===== config.mk =====
export PLATFORM = sky130hd
export DESIGN_NAME = msg_link_top
export DESIGN_NICKNAME = d
export VERILOG_FILES = /design/src/design/msg_ctrl_pkg.sv /design/src/design/msg_bus_pkg.sv /design/src/design/msg_tx_fsm.sv /design/src/design/msg_chunk_counter.sv /design/src/design/msg_tx_datapath.sv /design/src/design/msg_receiver.sv /design/src/design/msg_link_top.sv
export VERILOG_INCLUDE_DIRS = /design/src /design/src/design
export SDC_FILE = /design/constraint.sdc
export NUM_CORES = 1
export LEC_CHECK = 0
export BUFFER_PORTS_ARGS = -buffer_cell sky130_fd_sc_hd__buf_2
export CORE_ASPECT_RATIO = 1.2
export CORE_MARGIN = 2
export CORE_UTILIZATION = 55
export CTS_BUF_LIST = sky130_fd_sc_hd__clkbuf_4
export DETAILED_ROUTE_END_ITERATION = 12
export MAX_ROUTING_LAYER = met4
export PLACE_DENSITY = 0.81
export SETUP_SLACK_MARGIN = 0.1
export SYNTH_ARGS = -nofsm -noshare
export SYNTH_HDL_FRONTEND = slang
export SYNTH_SLANG_ARGS = --single-unit

===== constraint.sdc =====
create_clock -name clk -period 2.6 [get_ports clk]
set_input_delay 0 -clock clk [delete_from_list [all_inputs] [get_ports clk]]
set_output_delay 0 -clock clk [all_outputs]
set_load 0.01 [all_outputs]

===== src/design/msg_config.svh =====
// Bus, target and payload width macros with the derived chunk count
`ifndef MSG_CONFIG_SVH
`define MSG_CONFIG_SVH

// Width of one flit data word
`define MSG_BUS_W 8

// Target address width
// Must fit in one flit
`define MSG_TARGET_W 8

// Full payload width
// Should be a whole multiple of the bus width
`define MSG_PAYLOAD_W 24

// Bus-wide payload chunks per message, one valid bit each
`define MSG_CHUNKS (`MSG_PAYLOAD_W / `MSG_BUS_W)

// Chunk index and chunk count are both two bits wide
// This covers up to three chunks

`endif


===== src/design/msg_ctrl_pkg.sv =====
// Transmit phase and message opcode enums
`default_nettype none

`include "msg_config.svh"

package msg_ctrl_pkg;

    // Flit phases of the transmitter
    typedef enum logic [1:0] {
        // Target address flit
        MSG_PH_TARGET  = 2'd0,
        // Opcode flit
        MSG_PH_OPCODE  = 2'd1,
        // Payload chunk flits
        MSG_PH_PAYLOAD = 2'd2
    } msg_tx_phase_e;

    // Message opcodes, one flit wide
    // Passed through the link unchanged
    typedef enum logic [`MSG_BUS_W-1:0] {
        MSG_OP_NOP    = 8'h00,
        MSG_OP_WRITE  = 8'h01,
        MSG_OP_READ   = 8'h02,
        MSG_OP_LOAD   = 8'h03,
        MSG_OP_SIGNAL = 8'h04
    } msg_opcode_e;

endpackage

`default_nettype wire


===== src/design/msg_bus_pkg.sv =====
// Flit, transmit request and received message struct types
`default_nettype none

`include "msg_config.svh"

package msg_bus_pkg;

    // One flit on the internal bus
    // Last marks the final flit of a message
    typedef struct packed {
        logic                  last;
        logic [`MSG_BUS_W-1:0] data;
    } msg_flit_t;

    // Message handed to the transmitter
    typedef struct packed {
        logic [`MSG_TARGET_W-1:0]  target;
        msg_ctrl_pkg::msg_opcode_e opcode;
        logic [`MSG_PAYLOAD_W-1:0] payload;
        // One bit per payload chunk, chunk 0 in bit 0
        logic [`MSG_CHUNKS-1:0]    valid;
    } msg_tx_req_t;

    // Message rebuilt by the receiver
    typedef struct packed {
        logic [`MSG_TARGET_W-1:0]  target;
        msg_ctrl_pkg::msg_opcode_e opcode;
        // Valid chunks packed low, upper chunks zero
        logic [`MSG_PAYLOAD_W-1:0] payload;
        // Number of chunks received
        logic [1:0]                count;
    } msg_rx_msg_t;

endpackage

`default_nettype wire


===== src/design/msg_tx_fsm.sv =====
// Transmit phase FSM for target, opcode and payload flits
`timescale 1ns/1ps
`default_nettype none

module msg_tx_fsm (
      input  wire                         clk
    , input  wire                         arst_n
    // Flit bus can take a new flit
    , input  wire                         bus_ready
    // Request accepted this cycle
    , input  logic                        req_fire
    // Chunk being sent is the final one
    , input  logic                        chunk_last
    , output msg_ctrl_pkg::msg_tx_phase_e phase
    , output logic                        tx_ready
);

    msg_ctrl_pkg::msg_tx_phase_e phase_q;
    msg_ctrl_pkg::msg_tx_phase_e phase_d;

    // New requests only in TARGET with the bus free
    assign tx_ready = (phase_q == msg_ctrl_pkg::MSG_PH_TARGET) && bus_ready;
    assign phase    = phase_q;

    always_comb begin
        phase_d = phase_q;
        // Phase only moves when the flit register is updated
        if (bus_ready) begin
            case (phase_q)
                msg_ctrl_pkg::MSG_PH_TARGET: begin
                    if (req_fire) phase_d = msg_ctrl_pkg::MSG_PH_OPCODE;
                end
                // Opcode always one flit
                msg_ctrl_pkg::MSG_PH_OPCODE: begin
                    phase_d = msg_ctrl_pkg::MSG_PH_PAYLOAD;
                end
                msg_ctrl_pkg::MSG_PH_PAYLOAD: begin
                    if (chunk_last) phase_d = msg_ctrl_pkg::MSG_PH_TARGET;
                end
                // Unused encoding, back to idle
                default: begin
                    phase_d = msg_ctrl_pkg::MSG_PH_TARGET;
                end
            endcase
        end
    end

    always_ff @(posedge clk or negedge arst_n) begin
        if (!arst_n) begin
            phase_q <= msg_ctrl_pkg::MSG_PH_TARGET;
        end else begin
            phase_q <= phase_d;
        end
    end

endmodule

`default_nettype wire


===== src/design/msg_chunk_counter.sv =====
// Remaining-chunk mask register with next index and last-chunk flag
`timescale 1ns/1ps
`default_nettype none

`include "msg_config.svh"

module msg_chunk_counter (
      input  wire                    clk
    , input  wire                    arst_n
    // Load a new mask on request accept
    , input  wire                    load
    , input  logic [`MSG_CHUNKS-1:0] load_mask
    // Drop the current chunk
    , input  wire                    advance
    , output logic [1:0]             chunk_idx
    , output logic                   chunk_last
);

    // Chunks still to send
    logic [`MSG_CHUNKS-1:0] mask_q;
    // Mask with its lowest set bit cleared
    logic [`MSG_CHUNKS-1:0] rest_mask;

    assign rest_mask  = mask_q & (mask_q - 1'b1);
    // Current chunk is the only one left
    assign chunk_last = (rest_mask == '0);

    // Index of the lowest set bit
    always_comb begin
        chunk_idx = 2'd0;
        // Scan downwards so the lowest hit wins
        for (int i = `MSG_CHUNKS - 1; i >= 0; i--) begin
            if (mask_q[i]) chunk_idx = 2'(i);
        end
    end

    always_ff @(posedge clk or negedge arst_n) begin
        if (!arst_n) begin
            mask_q <= '0;
        end else if (load) begin
            mask_q <= load_mask;
        end else if (advance) begin
            mask_q <= rest_mask;
        end
    end

endmodule

`default_nettype wire


===== src/design/msg_tx_datapath.sv =====
// Request capture and registered outgoing flit
`timescale 1ns/1ps
`default_nettype none

`include "msg_config.svh"

module msg_tx_datapath (
      input  wire                         clk
    , input  wire                         arst_n
    , input  msg_bus_pkg::msg_tx_req_t    tx_req
    , input  msg_ctrl_pkg::msg_tx_phase_e phase
    , input  wire                         bus_ready
    // Chunk selected by the counter
    , input  logic [1:0]                  chunk_idx
    , input  logic                        chunk_last
    , output logic                        req_fire
    , output msg_bus_pkg::msg_flit_t      bus_flit
    , output logic                        bus_valid
);

    // Held copy of the accepted request
    msg_ctrl_pkg::msg_opcode_e  opcode_q;
    logic [`MSG_PAYLOAD_W-1:0]  payload_q;

    // Accept needs TARGET, a free bus and at least one chunk
    assign req_fire = (phase == msg_ctrl_pkg::MSG_PH_TARGET) && bus_ready
                      && (|tx_req.valid);

    always_ff @(posedge clk) begin
        if (req_fire) begin
            opcode_q  <= tx_req.opcode;
            payload_q <= tx_req.payload;
        end
    end

    // Flit word, updated only once the previous flit has gone
    always_ff @(posedge clk) begin
        if (bus_ready) begin
            case (phase)
                // Target comes straight from the request port
                msg_ctrl_pkg::MSG_PH_TARGET: begin
                    bus_flit.data <= tx_req.target;
                    bus_flit.last <= 1'b0;
                end
                msg_ctrl_pkg::MSG_PH_OPCODE: begin
                    bus_flit.data <= opcode_q;
                    bus_flit.last <= 1'b0;
                end
                default: begin
                    bus_flit.data <= `MSG_BUS_W'(payload_q >> (chunk_idx * `MSG_BUS_W));
                    bus_flit.last <= chunk_last;
                end
            endcase
        end
    end

    // Flit valid
    always_ff @(posedge clk or negedge arst_n) begin
        if (!arst_n) begin
            bus_valid <= 1'b0;
        end else if (bus_ready) begin
            case (phase)
                msg_ctrl_pkg::MSG_PH_TARGET:  bus_valid <= req_fire;
                msg_ctrl_pkg::MSG_PH_OPCODE:  bus_valid <= 1'b1;
                msg_ctrl_pkg::MSG_PH_PAYLOAD: bus_valid <= 1'b1;
                default:                      bus_valid <= 1'b0;
            endcase
        end
    end

endmodule

`default_nettype wire


===== src/design/msg_receiver.sv =====
// Flit deserializer that rebuilds a compacted message and holds it until taken
`timescale 1ns/1ps
`default_nettype none

`include "msg_config.svh"

module msg_receiver (
      input  wire                       clk
    , input  wire                       arst_n
    // Flit bus from the transmitter
    , input  msg_bus_pkg::msg_flit_t    bus_flit
    , input  wire                       bus_valid
    , output logic                      bus_ready
    // Finished message
    , output msg_bus_pkg::msg_rx_msg_t  rx_msg
    , output logic                      rx_valid
    , input  wire                       rx_ready
);

    // Flit positions within a message
    localparam logic [1:0] POS_TARGET  = 2'd0;
    localparam logic [1:0] POS_OPCODE  = 2'd1;
    localparam logic [1:0] POS_PAYLOAD = 2'd2;

    logic                                    xfer;
    logic [1:0]                              pos_q;
    logic [1:0]                              count_q;
    logic [`MSG_TARGET_W-1:0]                target_q;
    msg_ctrl_pkg::msg_opcode_e               opcode_q;
    logic [`MSG_CHUNKS-1:0][`MSG_BUS_W-1:0]  chunks_q;

    // Bus stalls while a finished message waits
    // This also keeps rx_msg steady until taken
    assign bus_ready = !rx_valid;
    assign xfer      = bus_valid && bus_ready;

    // Assembly registers double as the output
    always_comb begin
        rx_msg.target  = target_q;
        rx_msg.opcode  = opcode_q;
        rx_msg.payload = chunks_q;
        rx_msg.count   = count_q;
    end

    always_ff @(posedge clk or negedge arst_n) begin
        if (!arst_n) begin
            pos_q    <= POS_TARGET;
            count_q  <= 2'd0;
            rx_valid <= 1'b0;
        end else begin
            if (xfer) begin
                // Restart on the last flit, else step and stay in payload
                if (bus_flit.last) begin
                    pos_q <= POS_TARGET;
                end else if (pos_q != POS_PAYLOAD) begin
                    pos_q <= pos_q + 2'd1;
                end
                // Fresh count for each message
                if (pos_q == POS_TARGET) begin
                    count_q <= 2'd0;
                end else if (pos_q == POS_PAYLOAD) begin
                    count_q <= count_q + 2'd1;
                end
            end
            // Publish on the last flit, release once taken
            if (xfer && bus_flit.last) begin
                rx_valid <= 1'b1;
            end else if (rx_ready) begin
                rx_valid <= 1'b0;
            end
        end
    end

    // Message fields
    always_ff @(posedge clk) begin
        if (xfer) begin
            case (pos_q)
                POS_TARGET: begin
                    target_q <= bus_flit.data;
                    // Unused chunk slots read as zero
                    chunks_q <= '0;
                end
                POS_OPCODE: begin
                    opcode_q <= msg_ctrl_pkg::msg_opcode_e'(bus_flit.data);
                end
                // Next free slot keeps the chunks packed low
                default: begin
                    chunks_q[count_q] <= bus_flit.data;
                end
            endcase
        end
    end

endmodule

`default_nettype wire


===== src/design/msg_link_top.sv =====
// Link top joining the transmit blocks and the receiver over the flit bus
`timescale 1ns/1ps
`default_nettype none

module msg_link_top (
      input  wire                       clk
    , input  wire                       arst_n
    // Message in
    , input  msg_bus_pkg::msg_tx_req_t  tx_req
    , output logic                      tx_ready
    // Message out
    , output msg_bus_pkg::msg_rx_msg_t  rx_msg
    , output logic                      rx_valid
    , input  wire                       rx_ready
);

    msg_ctrl_pkg::msg_tx_phase_e phase;
    logic                        req_fire;
    logic [1:0]                  chunk_idx;
    logic                        chunk_last;
    // Internal flit bus
    msg_bus_pkg::msg_flit_t      bus_flit;
    logic                        bus_valid;
    logic                        bus_ready;
    // Counter steps with each payload flit
    wire chunk_advance = bus_ready && (phase == msg_ctrl_pkg::MSG_PH_PAYLOAD);

    msg_tx_fsm fsm_i (
          .clk        (clk)
        , .arst_n     (arst_n)
        , .bus_ready  (bus_ready)
        , .req_fire   (req_fire)
        , .chunk_last (chunk_last)
        , .phase      (phase)
        , .tx_ready   (tx_ready)
    );

    msg_chunk_counter counter_i (
          .clk        (clk)
        , .arst_n     (arst_n)
        , .load       (req_fire)
        , .load_mask  (tx_req.valid)
        , .advance    (chunk_advance)
        , .chunk_idx  (chunk_idx)
        , .chunk_last (chunk_last)
    );

    msg_tx_datapath datapath_i (
          .clk        (clk)
        , .arst_n     (arst_n)
        , .tx_req     (tx_req)
        , .phase      (phase)
        , .bus_ready  (bus_ready)
        , .chunk_idx  (chunk_idx)
        , .chunk_last (chunk_last)
        , .req_fire   (req_fire)
        , .bus_flit   (bus_flit)
        , .bus_valid  (bus_valid)
    );

    msg_receiver receiver_i (
          .clk        (clk)
        , .arst_n     (arst_n)
        , .bus_flit   (bus_flit)
        , .bus_valid  (bus_valid)
        , .bus_ready  (bus_ready)
        , .rx_msg     (rx_msg)
        , .rx_valid   (rx_valid)
        , .rx_ready   (rx_ready)
    );

endmodule

`default_nettype wire


==> results.py, run 1 <==
metrics = {
    "global_routing": {
        "antenna_found_initial": 0,
        "grt_pass1_wl_microns": 12700,
        "grt_max_degree": 36,
        "grt_usage_pct": 23.5,
        "overflow": 0,
        "grt_pass1_vias": 2517,
    },
    "clock_network": {
        "clkLatencyLatePin_ns": 0.45,
        "cts_buffer_depth": 2,
        "path_clk_slew_ns": 0.14,
        "cts_root_buf": "clkbuf_4",
        "cts_tree": "built",
        "clock-sinks": 92,
        "cts_buffers": 9,
        "cts_max_level": 3,
    },
    "timing": {
        "setup_tns_ns": 0,
        "hold_violations": 0,
        "setup_viol": 0,
        "maxSlewViolCount": 0,
        "relSlewSlack_pct": 66.2,
        "fin_crit_sh_pct": 76.3,
        "fmax_ghz": 0.504,
        "layout_min_cycle_time_ns": 1.98,
        "rsz0062_at_grt": "no",
        "skew_ns": 0.0159,
        "worst_pin_slew_ns": 0.506,
    },
    "setup_path": {
        "worstPathRequired_ns": 2.86,
        "cp-start-kind": "flop",
        "critPathMaxFanout": 9,
        "crit_arrival_ns": 2.24,
        "worstSetupPathType": "flop to flop",
        "endpoint_kind": "flop",
    },
    "placed_design": {
        "io_buffers": 89,
        "place_congestion": 0.794,
        "dp_hpwl_microns": 4820,
        "dp.cells": 423,
    },
    "drt": {
        "route.met3.wl_microns": 416,
        "drt_iter0_markers": 170,
        "wl_met2_microns": 4380,
        "ant_nets": 0,
        "wl_met1_microns": 3290,
        "viasPerCell": 5.26,
        "vias": 2545,
        "routed.top_layer": "met4",
        "dr.pass1.iters": 4,
        "routedWlPerCell_microns": 16.9,
        "wl_microns": 8190,
        "route.detailed.drc": 0,
    },
    "synth": {
        "synthesis.area_sq_um": 3840,
        "synth_async_sr_flop_share_pct": 12.0,
        "synth.lib_cells_used.distinct": 35,
        "synth-main-ff-cell": "edfxtp_1",
        "ys_warn_count": 0,
        "synth-seq-area-share_pct": 70.5,
        "avgSynthCellArea_sq_um": 15.0,
        "synth-seq-cells": 92,
        "syn_inst": 256,
        "synth-edff-count": 81,
        "synthesis.nets": 314,
    },
    "layout": {
        "nNetsFinal": 451,
        "diodes": 0,
        "final-instance-count-excl-fill": 484,
        "area_growth_pct": 30.5,
        "drive_above_1_share_pct": 30.2,
    },
    "die": {
        "design.core.area_sq_um": 6810,
        "std_cell_rows": 33,
        "ioPinCount": 90,
        "initial_core_util_pct": 56.4,
        "chipHeight_microns": 95.5,
        "die_area_sq_um": 7670,
        "die_w_microns": 80.3,
    },
    "outcome": {
        "status": "complete, no violations",
    },
    "power_and_ir_drop": {
        "vdd_drop_max_v": 0.000576,
        "cellPowerDensity_nw_per_um2": 1230,
        "power.leakage_nw": 2.05,
    },
    "hold_path": {
        "hp-class": "primary input to flop",
    },
    "job": {
        "maxCapViolCount": 0,
    },
}
-- Yosys cell counts (all sizes together), types with 2 or more instances --
library cell | instances | area share [%]
a21oi | 2 | 0.26
a22oi | 8 | 1.6
and2 | 3 | 0.49
buf | 10 | 1.2
clkbuf | 3 | 0.33
dfrtp | 11 | 7.2
edfxtp | 81 | 63
ha | 12 | 3.9
inv | 8 | 0.78
mux2 | 3 | 0.88
mux2i | 24 | 6.3
nand2 | 5 | 0.49
nand2b | 3 | 0.49
nor2 | 50 | 4.9
nor2b | 2 | 0.33
nor3 | 2 | 0.26
o21ai | 6 | 0.78
o22ai | 2 | 0.33
o31ai | 2 | 0.39
o41ai | 8 | 3.4
-- stage by stage --
stage                     hold WS, ns  power [mW]  cell area, sq um  setup WS, ns  utilization [%]
after floorplan                -0.296        4.38              3840         0.246                -
after global placement         -0.122        5.03              4370         0.751             64.1
after detailed placement       -0.113        5.13              4370         0.662             64.1
after CTS                       0.237        6.13              5010         0.622             73.5
after global routing            0.235        6.52              5010         0.467             73.5
final                           0.249        6.14              5010         0.616             73.5
-- cell families after synthesis --
family                   after synthesis  synth area share [%]
AND/OR/NAND/NOR                       71                  8.08
buffers and inverters                 21                  2.31
flip-flops                            92                  70.5
AO/OA/AOI/OAI                         32                  7.75
adder cells (fa/ha/maj)               13                  4.20
multiplexers                          27                  7.14
-- where the power goes --
group	leakage [nW]	switching [mW]	internal, mW
combinational	1.05	1.33	0.929
sequential	0.911	0.386	2.53
clock	0.0882	0.487	0.483
-- per-layer routing --
layer	vias up	track usage, %
met2	99	39.9
li1	1214	-
met1	1222	27.8
met5	-	-
met4	0	8.90
met3	10	4.55
-- worst paths after layout --
kind | endpoint | slack, ns | from | depth (start not counted)
min in group asynchronous | fsm_i.phase[1] | 0.56 | arst_n | 3
setup reg to reg | datapath_i.bus_flit[2] | 0.62 | fsm_i.phase[0] | 5
setup / recovery | datapath_i.bus_flit[2] | 0.62 | fsm_i.phase[0] | 5
hold / removal | receiver_i.rx_valid | 0.25 | rx_ready | 3
hold reg to reg | receiver_i.pos_q[1] | 0.56 | receiver_i.pos_q[1] | 1
max in group asynchronous | receiver_i.pos_q[1] | 1.70 | arst_n | 3
-- critical path, stage by stage (launching register included) --
cell and delay [ns]:
dfrtp_1 0.44, inv_1 0.10, ha_1 0.24, buf_4 0.18, or2_1 0.42, o41ai_2 0.42
-- placed cells by master (no fill, tap or decap), types with 2 or more instances in the layout --
cell	netlist	routed
nor2_1	50	49
buf_4	0	4
dlygate4sd3_1	0	46
buf_2	7	89
ha_1	12	12
a22oi_1	8	8
o41ai_2	8	8
nor2b_1	2	2
inv_1	8	8
clkinvlp_4	0	2
o21ai_0	5	5
clkbuf_4	0	9
o22ai_1	2	2
nor3_1	2	2
nand2b_1	3	3
edfxtp_1	81	81
a21oi_1	2	2
o31ai_1	2	2
nand2_1	5	5
dfrtp_1	11	11
bufinv_16	0	3
and2_1	3	3
mux2i_1	24	24
mux2_1	2	2
-- flip-flops by register name (all words and copies together) (netlist names), 3 cells and up --
signal	flops
receiver_i.rx_msg	24
counter_i.mask_q	3
receiver_i.target_q	8
datapath_i.bus_flit	9
receiver_i.opcode_q	8
datapath_i.payload_q	24
datapath_i.opcode_q	8
-- final cells by class --
cell class,instances,area (sq um)
timing repair buffer,139,936
clock buffer,9,67.6
inverter,8,30.0
fill,441,1800
clock inverter,6,114
multi-input combinational,143,1050
sequential,92,2710
tap,87,109
-- timing repair --
item | in CTS | in global routing
hold endpoints to repair | 55 | 0
buffers inserted | 0 | 0
gates resized for setup | 0 | 0
hold buffers | 46 | 0
Note: power is estimated with default switching activity, not from simulation.
==> run 2: changes to the inputs <==
CORE_UTILIZATION = 50   (was 55)
PLACE_DENSITY = 0.78   (was 0.81)
clock period = 1.8 ns   (was 2.6 ns; I/O delays follow)
==> run 2 against run 1 <==
  * Global-route usage decreased by 1.6 points
  * Register-to-register slack worse by 0.40 ns
  * Sequential share of layout area is 0.55 points lower
  * Critical path type unchanged
  * Largest cell class unchanged
==> results.py, run 2 (synthesized netlist as in run 1, its figures left out) <==
metrics = {
    "clock_network": {
        "post-cts-setup-buffer-count": 0,
        "cts_root_buf": "clkbuf_4",
        "path_clk_slew_ns": 0.15,
        "cts_buffers": 9,
        "cts_tree": "built",
        "cts_buffer_depth": 2,
        "clkLatencyLatePin_ns": 0.44,
        "clock-sinks": 92,
        "cts_max_level": 3,
    },
    "layout": {
        "area_growth_pct": 31.9,
        "nNetsFinal": 458,
        "final_cell_mix": "buf_2 (89), edfxtp_1 (81), nor2_1 (49)",
        "drive_above_1_share_pct": 33.3,
        "diodes": 0,
        "layout_commonest_cell": "buf_2",
    },
    "global_routing": {
        "antenna_found_initial": 0,
        "overflow": 0,
        "grt_max_degree": 27,
        "grt_pass1_vias": 2748,
        "grt_pass1_wl_microns": 13600,
        "grt_usage_pct": 21.9,
    },
    "power_and_ir_drop": {
        "vdd_drop_max_v": 0.000977,
        "cellPowerDensity_nw_per_um2": 1760,
        "power.leakage_nw": 2.07,
        "p_comb_share_pct": 39.6,
        "cell_internal_pwr_mw": 5.59,
        "finalPower_mw": 8.89,
        "seqPwrFrac_pct": 47.2,
        "clkPwrFrac_pct": 13.2,
        "swShare_pct": 37.1,
        "switching_power_mw": 3.30,
    },
    "placed_design": {
        "dp_hpwl_microns": 5080,
        "place_congestion": 0.809,
        "io_buffers": 89,
    },
    "timing": {
        "maxSlewViolCount": 0,
        "setup_tns_ns": 0,
        "skew_ns": 0.0206,
        "fmax_ghz": 0.631,
        "relSlewSlack_pct": 63.9,
        "setup_viol": 0,
        "worst_pin_slew_ns": 0.540,
        "rsz0062_at_grt": "no",
        "layout_min_cycle_time_ns": 1.58,
        "hold_violations": 0,
        "fin_crit_sh_pct": 88.0,
    },
    "drt": {
        "ant_nets": 0,
        "drt_iter0_markers": 119,
        "dr.pass1.iters": 5,
        "routedWlPerCell_microns": 17.3,
        "wl_met2_microns": 4570,
        "routed.top_layer": "met4",
        "route.met3.wl_microns": 550,
        "viasPerCell": 5.26,
        "wl_met1_microns": 3350,
        "route.detailed.drc": 0,
        "wl_microns": 8590,
        "vias": 2615,
    },
    "outcome": {
        "status": "complete, no violations",
    },
    "setup_path": {
        "critPathMaxFanout": 17,
        "crit_arrival_ns": 1.71,
        "worstPathRequired_ns": 1.93,
        "worstSetupPathType": "flop to flop",
        "endpoint_kind": "flop",
        "cp-start-kind": "flop",
        "critPathMaxStageDelay_ns": 0.44,
        "path_cells": "inv_2 -> ha_2 -> and2b_4 -> and2_4",
        "rr_worst_depth": 4,
        "cp_slowest_cell": "dfrtp_1",
    },
    "hold_path": {
        "hp-class": "primary input to flop",
        "hold_depth": 3,
    },
    "die": {
        "std_cell_rows": 35,
        "initial_core_util_pct": 50.7,
        "die_area_sq_um": 8400,
        "die_w_microns": 84,
        "design.core.area_sq_um": 7580,
        "ioPinCount": 90,
        "chipHeight_microns": 100,
    },
    "job": {
        "maxCapViolCount": 0,
    },
}
[run 2: final cells by class]
class,instances,area (sq um)
clock inverters,6,71.3
flip-flops and latches,92,2710
inverters,8,30.0
well taps,92,115
repair buffers,144,986
multi-input cells,145,1080
fillers,526,2510
clock buffers,10,75.1
[run 2: worst max-delay path, delay by kind of cell (launching register included)]
| kind | cells | cell delay [ns] |
|---|---|---|
| and+or+nand+nor | 2 | 0.52 |
| DFF | 1 | 0.44 |
| adders and majority gates | 1 | 0.22 |
| buffers and inverters | 1 | 0.10 |
[run 2: final timing paths]
| path | from | endpoint | slack, ns |
|---|---|---|---|
| worst max-delay path | fsm_i.phase[1] | datapath_i.opcode_q[7] | 0.22 |
| min in group asynchronous | arst_n | receiver_i.rx_valid | 0.59 |
| max in group asynchronous | arst_n | fsm_i.phase[0] | 0.81 |
| worst min register to register | datapath_i.bus_flit[8] | receiver_i.rx_valid | 0.55 |
| worst max register to register | fsm_i.phase[1] | datapath_i.opcode_q[7] | 0.22 |
| worst min-delay path | rx_ready | receiver_i.rx_valid | 0.26 |
[run 2: power by group through the flow]
| stage | Sequential (mW) | Clock [mW] | Combinational [mW] |
|---|---|---|---|
| 2_1_floorplan | 4.31 | 0 | 2.07 |
| 3_3_place_gp | 4.20 | 0 | 3.22 |
| 3_5_place_dp | 4.24 | 0 | 3.37 |
| 4_1_cts | 4.20 | 1.18 | 3.52 |
| 5_1_grt | 4.31 | 1.27 | 3.88 |
| 6_report | 4.20 | 1.17 | 3.52 |
[run 2: timing repair]
action / 4_1_cts / 5_1_grt
hold buffers: 46 / 0
gates cloned: 1 / 1
endpoints found under the setup margin: 42 / 43
resized for setup: 3 / 3
pin swaps: 1 / 0
endpoints found under the hold margin: 55 / 0
[run 2: metal layers]
layer / vias to the layer above / GRT usage (%)
met3: 14 / 6.00
met1: 1255 / 24.5
li1: 1235 / -
met5: - / -
met2: 111 / 38.5
met4: 0 / 6.70
[run 2: metrics by stage]
stage	setup slack, ns	hold WS (ns)	utilization, %	cells	instance area (sq um)
after global routing	0.110	0.227	66.8	497	5060
after CTS	0.135	0.241	66.7	496	5050
final	0.216	0.263	66.8	497	5060
after global placement	0.116	-0.118	58.5	433	4430
after floorplan	0.107	-0.296	-	256	3860
after detailed placement	0.0262	-0.107	58.5	433	4430
==> run 3: changes to the inputs <==
SYNTH_HIERARCHICAL = 1   (was default)
==> run 3 against run 2 <==
  * Count of clock-buffer cells in the layout is 1 lower
  * Final cell count unchanged
  * Critical path depth rose by 2
  * Worst hold slack better by 0.017 ns
  * Cell area up 1.2%
  * Sequential share of layout area is 0.62 points lower
  * Via count decreased by 0.19%
  * Fmax about the same
  * Flip-flop and latch count unchanged
  * Synthesized area grew 1.6%
  * Utilization up 0.42 points
  * Largest cell class unchanged
==> results.py, run 3 <==
metrics = {
    "outcome": {
        "status": "complete, no violations",
    },
    "clock_network": {
        "clkLatencyLatePin_ns": 0.42,
        "path_clk_slew_ns": 0.14,
        "cts_buffers": 9,
        "cts_tree": "built",
        "clock-sinks": 92,
        "cts_root_buf": "clkbuf_4",
        "cts_max_level": 3,
        "cts_buffer_depth": 2,
    },
    "setup_path": {
        "cp_slowest_cell": "dfrtp_2",
        "critical_path.top_delay_family": "flip-flops",
        "cp-start-kind": "flop",
        "critPathMaxStageDelay_ns": 0.49,
        "rr_endpoint": "datapath_i/bus_valid",
        "timing.rr.start": "fsm_i/phase[0]",
        "worstPathRequired_ns": 2.14,
        "crit_arrival_ns": 1.92,
        "worstSetupPathType": "flop to flop",
        "rr_worst_depth": 6,
        "ff2ff_setup_slack_ns": 0.22,
        "path_cells": "inv_1 -> ha_1 -> o311a_4 -> buf_12 -> nor3b_1 -> a211oi_1",
        "critPathMaxFanout": 40,
        "endpoint_kind": "flop",
        "path_buf_inv": 2,
    },
    "drt": {
        "vias": 2610,
        "dr.pass1.iters": 4,
        "route.detailed.drc": 0,
        "routedWlPerCell_microns": 16.8,
        "drt_iter0_markers": 171,
        "wl_microns": 8330,
        "viasPerCell": 5.25,
        "ant_nets": 0,
    },
    "synth": {
        "synth_async_sr_flop_share_pct": 12.0,
        "yosys.area.top_type": "edfxtp_1",
        "synth_compound_gate_area_share_pct": 6.67,
        "synthTopCellsByCount": "edfxtp_1 (81), mux2i_1 (34), nor2_1 (29)",
        "synth-main-ff-cell": "edfxtp_1",
        "synthesis.nets": 313,
        "netlist.area_leader.share_pct": 62.3,
        "synth_top_family_by_area": "multiplexers",
        "synth-seq-area-share_pct": 69.4,
        "ys_warn_count": 6,
        "synth_mux_area_share_pct": 9.01,
        "synth-edff-count": 81,
        "synth.area.top_cells": "edfxtp_1 (62%), mux2i_1 (8.7%), dfrtp_1 (7.1%)",
        "avgSynthCellArea_sq_um": 15.2,
        "yosysMostFrequentCell": "edfxtp_1",
        "syn_inst": 256,
        "synth_xor_area_share_pct": 0,
        "synth_fa_ha_area_share_pct": 3.53,
        "synth.lib_cells_used.distinct": 35,
        "synthSimpleGateAreaFrac_pct": 8.27,
        "synthesis.area_sq_um": 3900,
        "synth-seq-cells": 92,
    },
    "placed_design": {
        "dp_hpwl_microns": 5170,
        "io_buffers": 89,
        "dp_slack_ns": 0.214,
        "place_congestion": 0.848,
        "dp.cells": 435,
    },
    "layout": {
        "nNetsFinal": 457,
        "area_growth_pct": 31.3,
        "drive_above_1_share_pct": 30.9,
        "final_cell_mix": "buf_2 (89), edfxtp_1 (81), dlygate4sd3_1 (46)",
        "layout_commonest_cell": "buf_2",
        "diodes": 0,
        "n_fill_cell": 551,
        "final-instance-count-excl-fill": 497,
        "multi_input_area_sq_um": 1090,
        "ff_latch_area_sq_um": 2710,
    },
    "global_routing": {
        "gr-usage-met2_pct": 35.3,
        "grt_pass1_wl_microns": 12900,
        "met3_usage_pct": 3.77,
        "busiest_layer": "met2",
        "overflow": 0,
        "grtUsageMet1_pct": 24.0,
        "grt_usage_pct": 20.4,
        "antenna_found_initial": 0,
        "grt_pass1_vias": 2599,
        "grt_max_degree": 41,
    },
    "timing": {
        "relSlewSlack_pct": 66.9,
        "rsz0062_at_grt": "yes",
        "fmax_ghz": 0.631,
        "setup_tns_ns": 0,
        "hold_violations": 0,
        "whs_ns": 0.280,
        "maxSlewViolCount": 0,
        "skew_ns": 0.0114,
        "layout_min_cycle_time_ns": 1.58,
        "setup_viol": 0,
        "fin_crit_sh_pct": 88.1,
        "worst_pin_slew_ns": 0.494,
        "setup_ws_ns": 0.215,
    },
    "die": {
        "chipHeight_microns": 101,
        "die_area_sq_um": 8530,
        "std_cell_rows": 35,
        "initial_core_util_pct": 51.2,
        "die_w_microns": 84.7,
        "ioPinCount": 90,
        "design.core.area_sq_um": 7620,
    },
    "hold_path": {
        "hp-class": "primary input to flop",
        "hold_start": "tx_req[12]",
        "min_to": "datapath_i/payload_q[9]",
        "hold_depth": 2,
    },
    "power_and_ir_drop": {
        "vdd_drop_max_v": 0.00108,
        "power.leakage_nw": 2.08,
        "cellPowerDensity_nw_per_um2": 1740,
    },
    "job": {
        "maxCapViolCount": 0,
    },
}
==> run 3: cell types whose count changed in the layout (fill, tap and decap cells not counted), moves of 7 or more <==
| cell | change |
|---|---|
| o21ai_0 | +8 |
| nor2_1 | -21 |
| mux2i_1 | +10 |
| o41ai_2 | -8 |
| o21a_1 | +7 |
| nand3b_1 | +8 |
==> run 3: through the flow <==
step | instance area, sq um | utilization (%) | total power [mW]
after floorplan | 3920 | - | 6.38
after detailed placement | 4480 | 58.9 | 7.53
after CTS | 5110 | 67.1 | 8.93
after global placement | 4480 | 58.9 | 7.36
after global routing | 5120 | 67.3 | 9.49
final | 5120 | 67.3 | 8.93
==> run 3: logic make-up after synthesis <==
family,Yosys count
simple gates,59
buf+inv,21
mux,35
fa+ha+maj,11
flops,92
compound gates,38
==> run 3: what timing repair did <==
action,CTS,global route
resized for setup,0,5
hold buffers,46,0
endpoints found under the setup margin,0,8
buffers inserted,0,0
endpoints found under the hold margin,55,0
==> run 3: how the worst max path moves through the flow <==
stage	startpoint	endpoint	cells after the start
floorplan	receiver_i/rx_valid	counter_i/mask_q[2]	4
global placement	fsm_i/phase[0]	counter_i/mask_q[2]	6
detailed placement	fsm_i/phase[0]	counter_i/mask_q[2]	6
CTS	receiver_i/rx_valid	tx_ready	5
global route	fsm_i/phase[0]	datapath_i/bus_valid	6
finish	fsm_i/phase[0]	datapath_i/bus_valid	6
==> run 3: power breakdown <==
group / total (mW) / switching, mW / internal, mW
combinational: 3.42 / 1.93 / 1.50
sequential: 4.22 / 0.563 / 3.65
clock: 1.30 / 0.722 / 0.574
==> run 3: layout make-up <==
class / instances / area share, %
clock buffer: 9 / 1.32
sequential: 92 / 52.9
clock inverter: 7 / 1.93
timing repair buffer: 146 / 19.8
tap: 92 / 2.25
inverter: 8 / 0.586
multi-input combinational: 143 / 21.3
==> run 3: per-layer routing <==
metal  up-vias  wire length (microns)  part of all wire (%)
met1      1256                   3380                    41
met3        14                    445                   5.3
met5         -                      0                     0
met2       102                   4380                    53
li1       1238                      -                     -
met4         0                    121                   1.5
